$ cat config.mk
export PLATFORM = sky130hd
export DESIGN_NAME = packet_router
export DESIGN_NICKNAME = d
export VERILOG_FILES = /design/src/rtl/router_pkg.sv /design/src/rtl/egr_port_steer.sv /design/src/rtl/ing_arbiter.sv /design/src/rtl/ing_port_buffer.sv /design/src/rtl/packet_router.sv /design/src/rtl/route_lookup.sv
export SDC_FILE = /design/constraint.sdc
export NUM_CORES = 1
export LEC_CHECK = 0
export BUFFER_PORTS_ARGS = -buffer_cell sky130_fd_sc_hd__buf_2
export CELL_PAD_IN_SITES_DETAIL_PLACEMENT = 1
export CELL_PAD_IN_SITES_GLOBAL_PLACEMENT = 2
export CORE_MARGIN = 2
export CORE_UTILIZATION = 40
export DETAILED_ROUTE_END_ITERATION = 7
export PLACE_DENSITY = 0.79
export SLEW_MARGIN = 40
export SYNTH_ARGS = -nofsm -noshare
export SYNTH_HDL_FRONTEND = slang
export SYNTH_SLANG_ARGS = --single-unit
$ cat constraint.sdc
create_clock -name clk -period 6.5 [get_ports clk]
set_input_delay 1.625 -clock clk [delete_from_list [all_inputs] [get_ports clk]]
set_output_delay 1.625 -clock clk [all_outputs]
set_load 0.01 [all_outputs]
$ cat src/rtl/router_pkg.sv
////////////////////////////////////////
// Router package
// Port counts, route key width and port index types
////////////////////////////////////////

`default_nettype none

package router_pkg;

    ////////////////////////////////////////
    // Port counts

    // Two ingress buffers feed the arbiter
    localparam int ING_PORTS = 2;

    // Two egress ports leave the steer stage
    localparam int EGR_PORTS = 2;

    ////////////////////////////////////////
    // Route key

    // Low bits of a packet's first beat
    localparam int KEY_W = 4;

    ////////////////////////////////////////
    // Port index types

    typedef logic [$clog2(ING_PORTS)-1:0] ing_idx_t;

    typedef logic [$clog2(EGR_PORTS)-1:0] egr_idx_t;

endpackage

`default_nettype wire

$ cat src/rtl/egr_port_steer.sv
////////////////////////////////////////
// Egress port steer
// Credit-gated egress, dropped packets absorbed and counted
////////////////////////////////////////

`default_nettype none

module egr_port_steer import router_pkg::*; #(
    parameter int DATA_W      = 32,
    parameter int EGR_CREDITS = 4
) (
    input  logic                 clk,
    input  logic                 rst_n,

    input  logic                 lk_valid,
    input  logic [DATA_W-1:0]    lk_data,
    input  logic                 lk_last,
    input  ing_idx_t             lk_src,
    input  egr_idx_t             lk_port,
    input  logic                 lk_drop,
    output logic                 lk_ready,

    output logic [EGR_PORTS-1:0] egr_valid,
    output logic [EGR_PORTS-1:0] egr_last,
    output logic [DATA_W-1:0]    egr_data,
    output ing_idx_t             egr_src,
    input  logic [EGR_PORTS-1:0] egr_credit,

    output logic [15:0]          drop_count
);

    localparam int CNT_W = $clog2(EGR_CREDITS + 1);

    logic [CNT_W-1:0]     credit_cnt [EGR_PORTS];
    logic [EGR_PORTS-1:0] has_credit;
    logic                 fwd;
    logic                 drop;

    // A beat already on the wire holds one of the credits
    always_comb begin
        for (int p = 0; p < EGR_PORTS; p++) begin
            has_credit[p] = credit_cnt[p] > CNT_W'(egr_valid[p]);
        end
    end

    // Dropped beats never wait for credit
    assign lk_ready = lk_drop || has_credit[lk_port];
    assign fwd      = lk_valid && !lk_drop && has_credit[lk_port];
    assign drop     = lk_valid && lk_drop;

    ////////////////////////////////////////
    // Credit counters

    always_ff @(posedge clk or negedge rst_n) begin
        if (!rst_n) begin
            for (int p = 0; p < EGR_PORTS; p++) begin
                credit_cnt[p] <= CNT_W'(EGR_CREDITS);
            end
        end else begin
            for (int p = 0; p < EGR_PORTS; p++) begin
                credit_cnt[p] <= credit_cnt[p] - CNT_W'(egr_valid[p])
                                 + CNT_W'(egr_credit[p]);
            end
        end
    end

    ////////////////////////////////////////
    // Egress beats

    always_ff @(posedge clk or negedge rst_n) begin
        if (!rst_n) begin
            egr_valid <= '0;
        end else begin
            for (int p = 0; p < EGR_PORTS; p++) begin
                egr_valid[p] <= fwd && (lk_port == egr_idx_t'(p));
            end
        end
    end

    always_ff @(posedge clk) begin
        if (fwd) begin
            egr_data          <= lk_data;
            egr_src           <= lk_src;
            egr_last[lk_port] <= lk_last;
        end
    end

    // One count per dropped packet, on its last beat
    always_ff @(posedge clk or negedge rst_n) begin
        if (!rst_n) begin
            drop_count <= '0;
        end else if (drop && lk_last) begin
            drop_count <= drop_count + 16'd1;
        end
    end

endmodule

`default_nettype wire

$ cat src/rtl/ing_arbiter.sv
////////////////////////////////////////
// Ingress arbiter
// Round-robin packet merge, tags each packet with its port
////////////////////////////////////////

`default_nettype none

module ing_arbiter import router_pkg::*; #(
    parameter int DATA_W = 32
) (
    input  logic                 clk,
    input  logic                 rst_n,

    input  logic [ING_PORTS-1:0] buf_valid,
    input  logic [DATA_W-1:0]    buf_data [ING_PORTS],
    input  logic [ING_PORTS-1:0] buf_last,
    output logic [ING_PORTS-1:0] buf_ready,

    output logic                 arb_valid,
    output logic [DATA_W-1:0]    arb_data,
    output logic                 arb_last,
    output ing_idx_t             arb_src,
    input  logic                 arb_ready
);

    logic     locked;
    ing_idx_t owner;
    ing_idx_t last_grant;
    ing_idx_t pick;
    ing_idx_t sel;
    logic     out_free;
    logic     take;

    ////////////////////////////////////////
    // Grant selection

    // Other port first, so both waiting means alternate
    always_comb begin
        if (buf_valid[~last_grant]) begin
            pick = ~last_grant;
        end else begin
            pick = last_grant;
        end
    end

    // Held for the whole packet once granted
    assign sel      = locked ? owner : pick;
    assign out_free = !arb_valid || arb_ready;
    assign take     = out_free && buf_valid[sel];

    always_comb begin
        for (int i = 0; i < ING_PORTS; i++) begin
            buf_ready[i] = out_free && (sel == ing_idx_t'(i));
        end
    end

    ////////////////////////////////////////
    // Output stage

    always_ff @(posedge clk or negedge rst_n) begin
        if (!rst_n) begin
            arb_valid  <= 1'b0;
            locked     <= 1'b0;
            owner      <= '0;
            last_grant <= '0;
        end else if (take) begin
            arb_valid <= 1'b1;
            locked    <= !buf_last[sel];
            owner     <= sel;
            if (buf_last[sel]) begin
                last_grant <= sel;
            end
        end else if (arb_ready) begin
            arb_valid <= 1'b0;
        end
    end

    always_ff @(posedge clk) begin
        if (take) begin
            arb_data <= buf_data[sel];
            arb_last <= buf_last[sel];
            arb_src  <= sel;
        end
    end

endmodule

`default_nettype wire

$ cat src/rtl/ing_port_buffer.sv
////////////////////////////////////////
// Ingress port buffer
// Credit-fed FIFO, one credit back per beat popped
////////////////////////////////////////

`default_nettype none

module ing_port_buffer #(
    parameter int DATA_W    = 32,
    parameter int BUF_DEPTH = 8
) (
    input  logic              clk,
    input  logic              rst_n,

    input  logic              in_valid,
    input  logic [DATA_W-1:0] in_data,
    input  logic              in_last,
    output logic              credit,

    output logic              buf_valid,
    output logic [DATA_W-1:0] buf_data,
    output logic              buf_last,
    input  logic              buf_ready
);

    localparam int PTR_W = (BUF_DEPTH > 1) ? $clog2(BUF_DEPTH) : 1;
    localparam int CNT_W = $clog2(BUF_DEPTH + 1);

    logic [DATA_W-1:0] mem_data [BUF_DEPTH];
    logic              mem_last [BUF_DEPTH];
    logic [PTR_W-1:0]  wr_ptr;
    logic [PTR_W-1:0]  rd_ptr;
    logic [CNT_W-1:0]  fill;
    logic              push;
    logic              pop;

    // Wrap at BUF_DEPTH, depth need not be a power of two
    function automatic logic [PTR_W-1:0] ptr_next(input logic [PTR_W-1:0] ptr);
        logic [PTR_W-1:0] nxt;
        if (ptr == PTR_W'(BUF_DEPTH - 1)) begin
            nxt = '0;
        end else begin
            nxt = ptr + 1'b1;
        end
        return nxt;
    endfunction

    // A sender within its credits never finds the buffer full
    assign push = in_valid && (fill != CNT_W'(BUF_DEPTH));
    assign pop  = buf_valid && buf_ready;

    assign buf_valid = (fill != '0);
    assign buf_data  = mem_data[rd_ptr];
    assign buf_last  = mem_last[rd_ptr];

    ////////////////////////////////////////
    // Storage

    always_ff @(posedge clk) begin
        if (push) begin
            mem_data[wr_ptr] <= in_data;
            mem_last[wr_ptr] <= in_last;
        end
    end

    ////////////////////////////////////////
    // Pointers, fill level and credit return

    always_ff @(posedge clk or negedge rst_n) begin
        if (!rst_n) begin
            wr_ptr <= '0;
            rd_ptr <= '0;
            fill   <= '0;
            credit <= 1'b0;
        end else begin
            if (push) begin
                wr_ptr <= ptr_next(wr_ptr);
            end
            if (pop) begin
                rd_ptr <= ptr_next(rd_ptr);
            end
            case ({push, pop})
                2'b10:   fill <= fill + 1'b1;
                2'b01:   fill <= fill - 1'b1;
                default: fill <= fill;
            endcase
            // Credit goes back the cycle after the pop
            credit <= pop;
        end
    end

endmodule

`default_nettype wire

$ cat src/rtl/packet_router.sv
////////////////////////////////////////
// Packet router top level
// Ingress buffers, arbiter, route lookup and egress steer
////////////////////////////////////////

`default_nettype none

module packet_router import router_pkg::*; #(
    parameter int DATA_W      = 32,
    parameter int BUF_DEPTH   = 8,
    parameter int EGR_CREDITS = 4
) (
    input  logic                 clk,
    input  logic                 rst_n,

    input  logic [ING_PORTS-1:0] ing_valid,
    input  logic [DATA_W-1:0]    ing_data [ING_PORTS],
    input  logic [ING_PORTS-1:0] ing_last,
    output logic [ING_PORTS-1:0] ing_credit,

    input  logic                 cfg_wr,
    input  logic [KEY_W-1:0]     cfg_key,
    input  egr_idx_t             cfg_port,
    input  logic                 cfg_en,

    output logic [EGR_PORTS-1:0] egr_valid,
    output logic [EGR_PORTS-1:0] egr_last,
    input  logic [EGR_PORTS-1:0] egr_credit,
    output logic [DATA_W-1:0]    egr_data,
    output ing_idx_t             egr_src,

    output logic [15:0]          drop_count
);

    logic [ING_PORTS-1:0] buf_valid;
    logic [DATA_W-1:0]    buf_data [ING_PORTS];
    logic [ING_PORTS-1:0] buf_last;
    logic [ING_PORTS-1:0] buf_ready;

    logic                 arb_valid;
    logic [DATA_W-1:0]    arb_data;
    logic                 arb_last;
    ing_idx_t             arb_src;
    logic                 arb_ready;

    logic                 lk_valid;
    logic [DATA_W-1:0]    lk_data;
    logic                 lk_last;
    ing_idx_t             lk_src;
    egr_idx_t             lk_port;
    logic                 lk_drop;
    logic                 lk_ready;

    ////////////////////////////////////////
    // Ingress

    for (genvar i = 0; i < ING_PORTS; i++) begin : g_ing
        ing_port_buffer #(
            .DATA_W    ( DATA_W    ),
            .BUF_DEPTH ( BUF_DEPTH )
        ) buf_i (
            .clk       ( clk           ),
            .rst_n     ( rst_n         ),
            .in_valid  ( ing_valid[i]  ),
            .in_data   ( ing_data[i]   ),
            .in_last   ( ing_last[i]   ),
            .credit    ( ing_credit[i] ),
            .buf_valid ( buf_valid[i]  ),
            .buf_data  ( buf_data[i]   ),
            .buf_last  ( buf_last[i]   ),
            .buf_ready ( buf_ready[i]  )
        );
    end

    ing_arbiter #(
        .DATA_W    ( DATA_W )
    ) arb_i (
        .clk       ( clk       ),
        .rst_n     ( rst_n     ),
        .buf_valid ( buf_valid ),
        .buf_data  ( buf_data  ),
        .buf_last  ( buf_last  ),
        .buf_ready ( buf_ready ),
        .arb_valid ( arb_valid ),
        .arb_data  ( arb_data  ),
        .arb_last  ( arb_last  ),
        .arb_src   ( arb_src   ),
        .arb_ready ( arb_ready )
    );

    ////////////////////////////////////////
    // Lookup

    route_lookup #(
        .DATA_W    ( DATA_W )
    ) lookup_i (
        .clk       ( clk       ),
        .rst_n     ( rst_n     ),
        .cfg_wr    ( cfg_wr    ),
        .cfg_key   ( cfg_key   ),
        .cfg_port  ( cfg_port  ),
        .cfg_en    ( cfg_en    ),
        .arb_valid ( arb_valid ),
        .arb_data  ( arb_data  ),
        .arb_last  ( arb_last  ),
        .arb_src   ( arb_src   ),
        .arb_ready ( arb_ready ),
        .lk_valid  ( lk_valid  ),
        .lk_data   ( lk_data   ),
        .lk_last   ( lk_last   ),
        .lk_src    ( lk_src    ),
        .lk_port   ( lk_port   ),
        .lk_drop   ( lk_drop   ),
        .lk_ready  ( lk_ready  )
    );

    ////////////////////////////////////////
    // Egress

    egr_port_steer #(
        .DATA_W      ( DATA_W      ),
        .EGR_CREDITS ( EGR_CREDITS )
    ) steer_i (
        .clk         ( clk        ),
        .rst_n       ( rst_n      ),
        .lk_valid    ( lk_valid   ),
        .lk_data     ( lk_data    ),
        .lk_last     ( lk_last    ),
        .lk_src      ( lk_src     ),
        .lk_port     ( lk_port    ),
        .lk_drop     ( lk_drop    ),
        .lk_ready    ( lk_ready   ),
        .egr_valid   ( egr_valid  ),
        .egr_last    ( egr_last   ),
        .egr_data    ( egr_data   ),
        .egr_src     ( egr_src    ),
        .egr_credit  ( egr_credit ),
        .drop_count  ( drop_count )
    );

endmodule

`default_nettype wire

$ cat src/rtl/route_lookup.sv
////////////////////////////////////////
// Route lookup
// Key table picks the egress port or drop per packet
////////////////////////////////////////

`default_nettype none

module route_lookup import router_pkg::*; #(
    parameter int DATA_W = 32
) (
    input  logic              clk,
    input  logic              rst_n,

    input  logic              cfg_wr,
    input  logic [KEY_W-1:0]  cfg_key,
    input  egr_idx_t          cfg_port,
    input  logic              cfg_en,

    input  logic              arb_valid,
    input  logic [DATA_W-1:0] arb_data,
    input  logic              arb_last,
    input  ing_idx_t          arb_src,
    output logic              arb_ready,

    output logic              lk_valid,
    output logic [DATA_W-1:0] lk_data,
    output logic              lk_last,
    output ing_idx_t          lk_src,
    output egr_idx_t          lk_port,
    output logic              lk_drop,
    input  logic              lk_ready
);

    localparam int TBL_SIZE = 2 ** KEY_W;

    logic [TBL_SIZE-1:0] tbl_en;
    egr_idx_t            tbl_port [TBL_SIZE];
    logic                in_pkt;
    logic [KEY_W-1:0]    key;
    logic                take;
    egr_idx_t            port_sel;
    logic                drop_sel;

    assign arb_ready = !lk_valid || lk_ready;
    assign take      = arb_valid && arb_ready;
    assign key       = arb_data[KEY_W-1:0];

    // Later beats reuse what the first beat loaded
    always_comb begin
        if (in_pkt) begin
            port_sel = lk_port;
            drop_sel = lk_drop;
        end else begin
            port_sel = tbl_port[key];
            drop_sel = !tbl_en[key];
        end
    end

    ////////////////////////////////////////
    // Route table

    always_ff @(posedge clk or negedge rst_n) begin
        if (!rst_n) begin
            tbl_en <= '0;
        end else if (cfg_wr) begin
            tbl_en[cfg_key] <= cfg_en;
        end
    end

    always_ff @(posedge clk) begin
        if (cfg_wr) begin
            tbl_port[cfg_key] <= cfg_port;
        end
    end

    ////////////////////////////////////////
    // Output stage

    always_ff @(posedge clk or negedge rst_n) begin
        if (!rst_n) begin
            lk_valid <= 1'b0;
            in_pkt   <= 1'b0;
        end else if (take) begin
            lk_valid <= 1'b1;
            in_pkt   <= !arb_last;
        end else if (lk_ready) begin
            lk_valid <= 1'b0;
        end
    end

    always_ff @(posedge clk) begin
        if (take) begin
            lk_data <= arb_data;
            lk_last <= arb_last;
            lk_src  <= arb_src;
            lk_port <= port_sel;
            lk_drop <= drop_sel;
        end
    end

endmodule

`default_nettype wire

==> flow_metrics.env <==
export IMPL_vias=13069
export IMPL_critPathArrivalTime_ns=3.69
export IMPL_rsz0062_at_grt="no"
export IMPL_yosys_warnings=0
export IMPL_async_sr_flop_fraction_pct=9.48
export IMPL_post_cts_setup_buffer_count=0
export IMPL_cell_internal_pwr_mw=10.7
export IMPL_stdcell_area_um2=32100
export IMPL_maxSlewHeadroom_pct=44.6
export IMPL_die_width_um=266
export IMPL_finalHoldViolCount=0
export IMPL_run_status="completed"
export IMPL_drive_above_1_share_pct=31.3
export IMPL_hold_path_class="flip-flop to flip-flop"
export IMPL_synth_simple_gate_area_share_pct=3.05
export IMPL_criticalPathCategory="flip-flop to flip-flop"
export IMPL_setup_tns_final_ns=0
export IMPL_worst_setup_hold_path_clk_slew_ns=0.06
export IMPL_post_route_period_util_pct=49.2
export IMPL_critical_path_max_fanout=7
export IMPL_timing_final_crit_period_ns=3.20
export IMPL_placed_cells_incl_taps=2286
export IMPL_totalWireLength_um=61000
export IMPL_core_rowCount=95
export IMPL_number_of_flops_mapped_to_enable_cells_by_yosys=649
export IMPL_worst_r2r_start="steer_i.egr_valid[0]"
export IMPL_setup_violations_final=0
export IMPL_cp_startpoint="steer_i.egr_valid[0]"
export IMPL_max_vdd_ir_drop_v=0.000227
export IMPL_postSynthCellCount=1299
export IMPL_tritoncts="built"
export IMPL_globalplace_congestion=0.764
export IMPL_reg_to_reg_setup_timing_slack_ns=3.30
export IMPL_grt_first_pass_wirelength_um=92100
export IMPL_postLayoutSetupSlackWorst_ns=3.30
export IMPL_synth_main_ff_cell="sky130_fd_sc_hd__edfxtp_1"
export IMPL_clk_insertion_delay_late_ns=0.63
export IMPL_max_clock_freq_mhz=313
export IMPL_synth_unique_cells=47
export IMPL_dieArea_um2=70700
export IMPL_postRouteAntennaNets=0
export IMPL_ys_seq_area_share_pct=77.3
export IMPL_detailed_place_hpwl_um=38000
export IMPL_routedLengthMet1_um=25000
export IMPL_syn_avg_cell_area_um2=21.1
export IMPL_share_comb_of_total_power_pct=27.0
export IMPL_drv_cap=0
export IMPL_setup_worst_path_start_class="flip-flop"
export IMPL_cts_sink_count=717
export IMPL_top_layer="met5"
export IMPL_placedInstanceArea_um2=29600
export IMPL_avgViaCountPerCell=5.40
export IMPL_mappedNetlistArea_um2=27400
export IMPL_globalRouteOverflowTotal=0
export IMPL_metal2_wl_um=30800
export IMPL_area_growth_syn_to_layout_pct=17.0
export IMPL_starting_utilization_of_the_core_area_pct=40.6
export IMPL_final_cell_mix="sky130_fd_sc_hd__edfxtp_1, sky130_fd_sc_hd__mux4_2, sky130_fd_sc_hd__buf_2"
export IMPL_finish_net_count=1594
export IMPL_synth_fp_nets=1403
export IMPL_first_iter_violations=1024
export IMPL_cts_hold_buf=0
export IMPL_first_global_vias=14205
export IMPL_combinational_family_with_the_most_area_after_synthesis="multiplexers"
export IMPL_number_of_buffers_inserted_during_clock_tree_synthesis=74
export IMPL_required_ns=6.99
export IMPL_port_buffers=133
export IMPL_fp_dieH_um=266
export IMPL_setup_worst_path_end_class="flip-flop"
export IMPL_grt_util_all_layers_pct=17.6
export IMPL_max_root_sink_buffers=3
export IMPL_sw_frac_of_total_pct=30.9
export IMPL_met3_wirelength_um=3420
export IMPL_synth_adder_area_share_pct=1.20
export IMPL_ctsHtreeMaxLevel=3
export IMPL_drt_pre_antenna_iters=5
export IMPL_root_buffer="sky130_fd_sc_hd__clkbuf_16"
export IMPL_cts_resized=0
export IMPL_drc=0
export IMPL_timing_max_transition_violations_final=0
export IMPL_power_switching_mw=4.77
export IMPL_worst_slew_pin_transition_ns=0.831
export IMPL_worst_setup_timing_slack_at_the_placement_stage_ns=3.13
export IMPL_power_dens_cells_nw_per_um2=482
export IMPL_power_leakage_nw=10.9
export IMPL_worst_clock_skew_ns=0.0331
export IMPL_core_region_area_um2=67500
export IMPL_synthXorXnorAreaFrac_pct=0.863
export IMPL_post_synth_mux_area_share_pct=14.1
export IMPL_largest_net_degree_at_the_start_of_global_routing=69
export IMPL_synth_seq_cells=717
export IMPL_final_instance_count_excl_fill=2421
export IMPL_final_common_cell="sky130_fd_sc_hd__edfxtp_1"
export IMPL_ios=134
export IMPL_initial_antenna_violation_count=7
export IMPL_synth_compound_area_share_pct=2.10
export IMPL_seq_power_share_pct=45.1
export IMPL_worstHoldStart="lookup_i.lk_data[2]"
export IMPL_power_frac_clock_pct=28.0
export IMPL_detail_route_wl_per_cell_um=25.2
==> final cells by class <==
cell class,count,area [µm²]
antenna,2,5.00
clock buffer,87,1950
clock inverter,45,512
fill,6146,35400
inverter,21,78.8
multi-input combinational,503,5980
sequential,717,21200
tap,873,1090
timing repair buffer,173,1260
==> through the flow <==
stage                     total power [mW]  util (%)  hold WS, ns
final                                 15.5      47.5        0.416
after global routing                  16.2      47.5        0.426
after CTS                             15.7      47.5        0.417
after detailed placement              11.3      43.8        0.406
after global placement                10.9      43.2        0.403
after floorplan                       9.64         -        0.400
==> critical path, cell delays in order, from the launching register on <==
cell and delay (ns):
sky130_fd_sc_hd__dfrtp_1 0.38, sky130_fd_sc_hd__ha_1 0.24, sky130_fd_sc_hd__nand2b_1 0.16, sky130_fd_sc_hd__a221o_1 0.45
sky130_fd_sc_hd__nand3_1 0.26, sky130_fd_sc_hd__and3_1 0.43, sky130_fd_sc_hd__ha_1 0.35, sky130_fd_sc_hd__xor2_1 0.11
sky130_fd_sc_hd__ha_1 0.19, sky130_fd_sc_hd__a21oi_1 0.15, sky130_fd_sc_hd__xor2_1 0.16, sky130_fd_sc_hd__nor2_1 0.07
sky130_fd_sc_hd__xor2_1 0.14
==> Yosys cell counts, drive strengths merged, types with 3 or more instances <==
cell	instances	area, µm²
clkbuf	29	109
xor2	16	140
ha	23	288
a21oi	39	195
a211oi	32	240
xnor2	11	96.3
inv	21	78.8
edfxtp	649	19500
and3	9	56.3
nor2b	37	231
mux2i	35	350
nand3b	4	30.0
mux2	29	330
nor2	40	158
nor3	11	55.1
mux4	142	3200
nand3	8	40.0
nand2	21	78.8
dfrtp	66	1650
or2	3	18.8
o21ai	8	40.0
buf	29	180
nand2b	15	93.8
==> state kept, by name, summed over array words and instances (netlist names), 2 cells and up <==
signal,cells
lookup_i.tbl_port,16
g_ing.buf_i.wr_ptr,6
arb_i.arb_data,32
g_ing.buf_i.fill,8
steer_i.egr_valid,2
lookup_i.lk_data,32
lookup_i.tbl_en,16
steer_i.drop_count,16
steer_i.egr_last,2
g_ing.buf_i.mem_data,512
g_ing.buf_i.mem_last,16
steer_i.egr_data,32
g_ing.buf_i.rd_ptr,6
g_ing.buf_i.credit,2
steer_i.credit_cnt,6
==> cells by family after synthesis <==
| family | count (synthesis) |
|---|---|
| XOR/XNOR | 27 |
| AO/OA/AOI/OAI | 89 |
| flip-flops | 717 |
| multiplexers | 206 |
| buffers and inverters | 79 |
| AND/OR/NAND/NOR | 156 |
| adder cells (fa/ha/maj) | 25 |
==> per-layer routing <==
layer	GRT usage, %	vias to the layer above
met5	0	-
met4	5.98	8
met3	3.89	106
met2	29.6	395
met1	22.7	6910
li1	-	5650
==> power groups by stage <==
stage	Combinational, mW	Sequential (mW)	Clock, mW
3_3_place_gp	3.91	7.03	0
6_report	4.17	6.97	4.32
5_1_grt	4.53	7.10	4.57
2_1_floorplan	2.93	6.71	0
3_5_place_dp	4.17	7.09	0
4_1_cts	4.23	7.03	4.42
==> final timing paths <==
path / to / cells past startpoint
worst min register to register: steer_i.egr_data[2] / 0
min in group asynchronous: lookup_i.tbl_en[0] / 1
max in group asynchronous: g_ing[0].buf_i.rd_ptr[0] / 1
worst max register to register: g_ing[1].buf_i.fill[2] / 12
worst max-delay path: g_ing[1].buf_i.fill[2] / 12
worst min-delay path: steer_i.egr_data[2] / 0
Note: power is estimated with default switching activity, not from simulation.
